## src/common/ac_pkg.sv

```systemverilog
// Shared geometry, widths and vector types of the access control block.
// Imported by the FIFO, the stream master, the run control and the interface.
package ac_pkg;

	// Pixel and word geometry
	localparam int pixel_bits      = 24;
	localparam int pixels_per_beat = 4;

	// Output image size in pixels
	localparam int dst_width  = 16;
	localparam int dst_height = 4;

	// Derived beat counts
	localparam int beats_per_row   = dst_width / pixels_per_beat;
	localparam int beats_per_frame = beats_per_row * dst_height;

	// Output buffer size in words
	localparam int fifo_depth = 8;

	// One output word holding four packed pixels
	typedef logic [pixel_bits*pixels_per_beat-1:0] beat_t;

	// Wide enough to hold beats_per_frame itself
	typedef logic [$clog2(beats_per_frame+1)-1:0] beat_cnt_t;

	// Register-file data word
	typedef logic [31:0] crf_word_t;

endpackage

```

## src/common/pixel_fifo_if.sv

```systemverilog
// Read side of the output buffer, shared by the FIFO and the stream master.
// The FIFO takes the fifo_side modport, the stream master takes reader.
`timescale 1ns/1ns

interface pixel_fifo_if;
	import ac_pkg::*;

	logic  pop;
	logic  flush;
	logic  empty;
	beat_t rdata;

	modport fifo_side (
		input  pop,
		input  flush,
		output empty,
		output rdata
	);

	modport reader (
		output pop,
		output flush,
		input  empty,
		input  rdata
	);

endinterface

```

## src/hw/ac_top.sv

```systemverilog
// Top level of the access control block of the up-sampling accelerator.
// Takes pixel words from the up-sampler and sends them out as an AXI-Stream
// master, with run control and write-back to the configuration register file.
`timescale 1ns/1ns

module ac_top (
	input  logic             clk,
	input  logic             rst_n,

	// Configuration register file
	input  logic             crf_start,
	input  logic             crf_end,
	output logic             crf_wrt,
	output ac_pkg::crf_word_t crf_wdata,
	output logic             processing,

	// Up-sampler write side
	input  logic             upsp_wvalid,
	input  ac_pkg::beat_t    upsp_wdata,
	output logic             upsp_wready,

	// AXI-Stream master
	output logic             m_axis_tvalid,
	output ac_pkg::beat_t    m_axis_tdata,
	output logic             m_axis_tlast,
	input  logic             m_axis_tready
);

	logic time_window;
	logic frame_done;

	pixel_fifo_if fifo_if ();

	run_control i_run_control (
		.clk         (clk),
		.rst_n       (rst_n),
		.crf_start   (crf_start),
		.crf_end     (crf_end),
		.frame_done  (frame_done),
		.processing  (processing),
		.time_window (time_window),
		.crf_wrt     (crf_wrt),
		.crf_wdata   (crf_wdata)
	);

	pixel_fifo i_pixel_fifo (
		.clk         (clk),
		.rst_n       (rst_n),
		.time_window (time_window),
		.wvalid      (upsp_wvalid),
		.wdata       (upsp_wdata),
		.wready      (upsp_wready),
		.fifo_if     (fifo_if.fifo_side)
	);

	beat_streamer i_beat_streamer (
		.clk         (clk),
		.rst_n       (rst_n),
		.time_window (time_window),
		.tready      (m_axis_tready),
		.tvalid      (m_axis_tvalid),
		.tdata       (m_axis_tdata),
		.tlast       (m_axis_tlast),
		.frame_done  (frame_done),
		.fifo_if     (fifo_if.reader)
	);

endmodule

```

## src/hw/out_path/beat_streamer.sv

```systemverilog
// AXI-Stream master of the access control block.
// Pops the output FIFO, reverses the pixel order of each word, marks row ends
// with tlast and signals the end of the frame when its last beat is taken.
`timescale 1ns/1ns

module beat_streamer (
	input  logic          clk,
	input  logic          rst_n,
	input  logic          time_window,
	input  logic          tready,
	output logic          tvalid,
	output ac_pkg::beat_t tdata,
	output logic          tlast,
	output logic          frame_done,
	pixel_fifo_if.reader  fifo_if
);
	import ac_pkg::*;

	// Beats popped so far in the current frame
	beat_cnt_t beat_cnt;
	logic      frame_full;
	logic      row_end;
	logic      pop;

	assign frame_full = (beat_cnt == beats_per_frame);
	assign row_end    = ((beat_cnt % beats_per_row) == beats_per_row - 1);

	// Pop when the output slot is free or being emptied this cycle
	assign pop = ~fifo_if.empty & time_window & (~tvalid | tready) & ~frame_full;

	assign frame_done    = tvalid & tready & tlast & frame_full;
	assign fifo_if.pop   = pop;
	assign fifo_if.flush = frame_done;

	// Pixel in the top slot goes out in the bottom slot
	always_comb begin
		for (int i = 0; i < pixels_per_beat; i++) begin
			tdata[i*pixel_bits +: pixel_bits] =
				fifo_if.rdata[(pixels_per_beat-1-i)*pixel_bits +: pixel_bits];
		end
	end

	always_ff @(posedge clk or negedge rst_n) begin
		if (!rst_n) begin
			tvalid <= 1'b0;
			tlast  <= 1'b0;
		end else if (pop) begin
			tvalid <= 1'b1;
			tlast  <= row_end;
		end else if (tready) begin
			tvalid <= 1'b0;
			tlast  <= 1'b0;
		end
	end

	always_ff @(posedge clk or negedge rst_n) begin
		if (!rst_n) begin
			beat_cnt <= '0;
		end else if (frame_done) begin
			beat_cnt <= '0;
		end else if (pop) begin
			beat_cnt <= beat_cnt + 1'b1;
		end
	end

endmodule

```

## src/hw/out_path/pixel_fifo.sv

```systemverilog
// Output buffer between the up-sampler and the stream master.
// Circular buffer of fifo_depth words; a pop loads the head word into rdata,
// which then holds until the next pop. Flush drops everything stored.
`timescale 1ns/1ns

module pixel_fifo (
	input  logic          clk,
	input  logic          rst_n,
	input  logic          time_window,
	input  logic          wvalid,
	input  ac_pkg::beat_t wdata,
	output logic          wready,
	pixel_fifo_if.fifo_side fifo_if
);
	import ac_pkg::*;

	beat_t mem [fifo_depth];

	logic [$clog2(fifo_depth)-1:0]   wr_ptr;
	logic [$clog2(fifo_depth)-1:0]   rd_ptr;
	logic [$clog2(fifo_depth+1)-1:0] count;
	logic wr_en;
	logic rd_en;

	assign wready        = (count != fifo_depth);
	assign fifo_if.empty = (count == 0);

	// Words offered outside the window are dropped
	assign wr_en = wvalid & wready & time_window;
	assign rd_en = fifo_if.pop & ~fifo_if.empty;

	always_ff @(posedge clk) begin
		if (wr_en) begin
			mem[wr_ptr] <= wdata;
		end
		if (rd_en) begin
			fifo_if.rdata <= mem[rd_ptr];
		end
	end

	always_ff @(posedge clk or negedge rst_n) begin
		if (!rst_n) begin
			wr_ptr <= '0;
			rd_ptr <= '0;
			count  <= '0;
		end else if (fifo_if.flush) begin
			wr_ptr <= '0;
			rd_ptr <= '0;
			count  <= '0;
		end else begin
			if (wr_en) begin
				wr_ptr <= (wr_ptr == fifo_depth - 1) ? '0 : wr_ptr + 1'b1;
			end
			if (rd_en) begin
				rd_ptr <= (rd_ptr == fifo_depth - 1) ? '0 : rd_ptr + 1'b1;
			end
			case ({wr_en, rd_en})
				2'b10:   count <= count + 1'b1;
				2'b01:   count <= count - 1'b1;
				default: count <= count;
			endcase
		end
	end

endmodule

```

## src/hw/run_control.sv

```systemverilog
// Run control of the access control block.
// Follows the start and end bits of the register file, opens the time window
// for traffic and writes start and end back when a frame is done.
`timescale 1ns/1ns

module run_control (
	input  logic              clk,
	input  logic              rst_n,
	input  logic              crf_start,
	input  logic              crf_end,
	input  logic              frame_done,
	output logic              processing,
	output logic              time_window,
	output logic              crf_wrt,
	output ac_pkg::crf_word_t crf_wdata
);
	import ac_pkg::*;

	logic run_start;
	logic run_stop;
	logic frame_finish;
	logic end_pending;

	// Start is set by software while the block is idle
	assign run_start = crf_start & ~crf_end & ~processing;

	// Software acknowledged the end of the run
	assign run_stop = ~crf_start & crf_end & processing;

	// Last beat of the frame went out during a run
	assign frame_finish = processing & frame_done & crf_start;

	// Start already cleared, end not yet set
	assign end_pending = processing & ~crf_start & ~crf_end;

	always_ff @(posedge clk or negedge rst_n) begin
		if (!rst_n) begin
			processing <= 1'b0;
		end else if (run_start) begin
			processing <= 1'b1;
		end else if (run_stop) begin
			processing <= 1'b0;
		end
	end

	// Traffic is allowed only between start and the end of the frame
	always_ff @(posedge clk or negedge rst_n) begin
		if (!rst_n) begin
			time_window <= 1'b0;
		end else if (run_start) begin
			time_window <= 1'b1;
		end else if (frame_finish) begin
			time_window <= 1'b0;
		end
	end

	// First write clears start and keeps end, the second one sets end
	always_ff @(posedge clk or negedge rst_n) begin
		if (!rst_n) begin
			crf_wrt   <= 1'b0;
			crf_wdata <= '0;
		end else if (frame_finish) begin
			crf_wrt   <= 1'b1;
			crf_wdata <= crf_word_t'({crf_end, 1'b0});
		end else if (end_pending) begin
			crf_wrt   <= 1'b1;
			crf_wdata <= crf_word_t'(2'b10);
		end else begin
			crf_wrt   <= 1'b0;
		end
	end

endmodule

```

## config.mk

```make
export PLATFORM = sky130hd
export DESIGN_NAME = ac_top
export DESIGN_NICKNAME = d
export VERILOG_FILES = /design/src/common/ac_pkg.sv /design/src/common/pixel_fifo_if.sv /design/src/hw/ac_top.sv /design/src/hw/out_path/beat_streamer.sv /design/src/hw/out_path/pixel_fifo.sv /design/src/hw/run_control.sv
export SDC_FILE = /design/constraint.sdc
export NUM_CORES = 1
export LEC_CHECK = 0
export ABC_CLOCK_PERIOD_IN_PS = 10900
export BUFFER_PORTS_ARGS = -buffer_cell sky130_fd_sc_hd__buf_2
export CAP_MARGIN = 5
export CORE_MARGIN = 2
export CORE_UTILIZATION = 30
export CTS_BUF_LIST = sky130_fd_sc_hd__clkbuf_16
export CTS_CLUSTER_SIZE = 24
export DETAILED_ROUTE_END_ITERATION = 12
export PLACE_DENSITY_LB_ADDON = 0.05
export SETUP_SLACK_MARGIN = 0.3
export SLEW_MARGIN = 20
export SYNTH_ARGS = -nofsm -noshare
export SYNTH_HDL_FRONTEND = slang
export SYNTH_SLANG_ARGS = --single-unit
```

## constraint.sdc

```tcl
create_clock -name clk -period 10.9 [get_ports clk]
set_input_delay 2.18 -clock clk [delete_from_list [all_inputs] [get_ports clk]]
set_output_delay 2.18 -clock clk [all_outputs]
set_load 0.01 [all_outputs]
```

==> flow_summary.ini <==
[clock_tree]
cts_tree = built
cts.sinks = 885
post_cts_resized = 0
cts_buffers = 102
path_clk_slew_ps = 60
cts_hold_buf = 0
cts_buffer_depth = 3
cts_root_buf = clkbuf_16
cts.htree.levels = 3
cts_setup_buffers = 0
clk_latency_ps = 660

[outcome]
status = completed

[power]
irDropWorstVdd_mv = 0.208
powerDensity_mw_per_mm2 = 275
finalPower_mw = 10.7
p_leak_nw = 12.7

[logic_synthesis]
ys_seq_area_share_pct = 79.9
ys_async_sr_fraction_pct = 2.37
syn_area_per_cell_um2 = 24.4
synthesis.area_mm2 = 0.0331
syn_inst = 1355
synthDistinctLibCells = 39
synth_seq_cells = 885
yosysWarningCount = 0
yosysTopAreaCell = edfxtp_1
synth_area_leaders = edfxtp_1 (78%), mux4_2 (13%), mux2_2 (3.3%)
synth_top_cell_area_share_pct = 78.3
synthFlopType = edfxtp_1
synth_edf_count = 864

[floorplan]
core_area_mm2 = 0.109
die_h_um = 336
initial_utilization_pct = 30.3
die-area_mm2 = 0.113
io_pins = 235
die_w_um = 336
rows = 121

[timing]
finalCritPeriodShare_pct = 43.7
finalSetupTns_ps = 0
period_needed_ps = 4770
fin_worst_skew_ps = 15.5
fin_ws_ps = 6130
finalSetupViolations = 0
relSlewSlack_pct = 28.9
slew_violations = 0
worst_pin_slew_ps = 1070
rsz0062_at_grt = no
timing.fmax_mhz = 210
hold_violations = 0

[global_route]
grt_overflow = 0
antenna_found_initial = 29
grt_pass1_vias = 15860
track_usage_pct = 13.6
grt_max_degree = 109
grt_pass1_wl_um = 112000

[drt]
first_pass_iters = 4
wl_per_cell_um = 23.9
via_per_inst = 4.54
first_iter_violations = 756
drc = 0
antenna_left = 0
finalWirelength_um = 76100
num_vias = 14468

[worst_setup_path]
regToRegSetupSlack_ps = 7070
required_ps = 11180
cpMostUsedCell = buf_4
r2r-start = i_pixel_fifo.count[1]$_DFFE_PN0P_
startpoint_type = primary input
cp_max_fo = 36
crit_path_end_kind = flop
regToRegEndpoint = i_pixel_fifo.mem[3][8]$_DFFE_PP_
critPathLaunch = upsp_wvalid
critPathCapture = i_pixel_fifo.mem[3][8]$_DFFE_PP_
crit_type = in -> reg
slowest_delay_ps = 910
critical_path_arrival_ps = 5040
path_cells = buf_2 -> nand4_1 -> nor2_4 -> buf_4 -> buf_4
ff2ff_path_depth = 5
crit_path_top_delay_cell = nor2_4

[placed_design]
dp_hpwl_um = 39200
portBuffers = 203
place_ws_ps = 5250
place_area_mm2 = 0.0358
gp_congestion = 0.660

[finish]
finalInstanceArea_mm2 = 0.0391
final_util_pct = 35.8
n_fill_cell = 10054
final_nets = 1739
area_delta_synth_final_pct = 17.9
layout-drive-gt1-share_pct = 39.2

[run]
maxCapViolations = 0

[worst_hold_path]
holdCritPathClass = reg -> reg
## per-stage QoR
step | cells | hold slack (ps)
2_1_floorplan | 1385 | 437
4_1_cts | 3186 | 484
3_5_place_dp | 2998 | 478
6_report | 3189 | 482
5_1_grt | 3188 | 527
3_3_place_gp | 2997 | 459
## report_power, final
group          switching (mW)  leakage, nW  internal [mW]  total [mW]
combinational            1.43         2.96           1.25        2.68
clock                    1.34         1.64           1.92        3.26
sequential              0.256         8.15           4.54        4.79
## synth_stat cells (3+ instances only)
library cell / n
a21oi_1: 4
buf_1: 15
buf_2: 8
buf_4: 31
buf_6: 18
clkbuf_1: 16
dfrtp_1: 21
edfxtp_1: 864
ha_1: 10
inv_1: 5
mux2_2: 96
mux2i_1: 8
mux4_2: 192
nand2_1: 8
nand2b_1: 5
nand4_1: 4
nor2_1: 17
o21ai_0: 3
o31ai_1: 3
xnor2_1: 4
## worst min path at each step
stage	from	cells past startpoint	slack, ps	end
2_1_floorplan	i_beat_streamer.beat_cnt[4]$_DFFE_PN0P_	1	440	i_beat_streamer.beat_cnt[4]$_DFFE_PN0P_
3_3_place_gp	i_beat_streamer.beat_cnt[4]$_DFFE_PN0P_	1	460	i_beat_streamer.beat_cnt[4]$_DFFE_PN0P_
3_5_place_dp	i_beat_streamer.beat_cnt[4]$_DFFE_PN0P_	1	480	i_beat_streamer.beat_cnt[4]$_DFFE_PN0P_
4_1_cts	i_beat_streamer.beat_cnt[4]$_DFFE_PN0P_	1	480	i_beat_streamer.beat_cnt[4]$_DFFE_PN0P_
5_1_grt	i_beat_streamer.beat_cnt[3]$_DFFE_PN0P_	1	530	i_beat_streamer.beat_cnt[3]$_DFFE_PN0P_
6_report	i_beat_streamer.beat_cnt[4]$_DFFE_PN0P_	1	480	i_beat_streamer.beat_cnt[4]$_DFFE_PN0P_
## cell usage in the layout, fill, tap and decap left out, drive strengths merged, types with 17 or more instances in the layout
cell    instances
mux4          192
inv            28
conb           31
mux2           96
nor2           17
edfxtp        864
buf           226
clkbuf        103
dfrtp          21
clkinv         49
## layout make-up
type | instances | area (um^2) | area share, %
repair buffers | 226 | 1290 | 3.31
multi-input cells | 407 | 6210 | 15.9
clock buffers | 103 | 2580 | 6.60
diodes | 2 | 5.00 | 0.0128
flip-flops and latches | 885 | 26500 | 67.8
well taps | 1476 | 1850 | 4.73
inverters | 5 | 18.8 | 0.0481
clock inverters | 85 | 624 | 1.60
## critical path: cells and delay by family
family | cells | cell delay, ps
buffers and inverters | 3 | 1480
and+or+nand+nor | 2 | 1280
## cells by family (layout without fill, tap and decap cells)
family / after synthesis / count (layout) / share of synthesized area, %
xor gates and xnor gates: 6 / 6 / 0.159
and+or+nand+nor: 46 / 46 / 0.737
DFF: 885 / 885 / 79.9
AOI/OAI and AO/OA: 17 / 17 / 0.344
other: 1 / 33 / 0.0113
adders and majority gates: 11 / 11 / 0.408
muxes: 296 / 296 / 16.6
buffers and inverters: 93 / 419 / 1.84
## layer usage
| layer | GRT usage, % | wire length, um | up-vias |
|---|---|---|---|
| met5 | 0 | 140 | - |
| met4 | 3.68 | 1820 | 22 |
| met3 | 3.15 | 3200 | 154 |
| met2 | 23.1 | 38200 | 296 |
| met1 | 17.5 | 32800 | 7767 |
| li1 | - | - | 6229 |
## sequential cells by signal (all words and copies together) (netlist names), 3 cells and up
| name | count |
|---|---|
| i_pixel_fifo.rd_ptr | 3 |
| i_pixel_fifo.mem | 768 |
| i_pixel_fifo.wr_ptr | 3 |
| i_beat_streamer.beat_cnt | 5 |
| i_pixel_fifo.count | 4 |
| i_pixel_fifo.fifo_if.rdata | 96 |
Power figures use the tool's default switching activity.
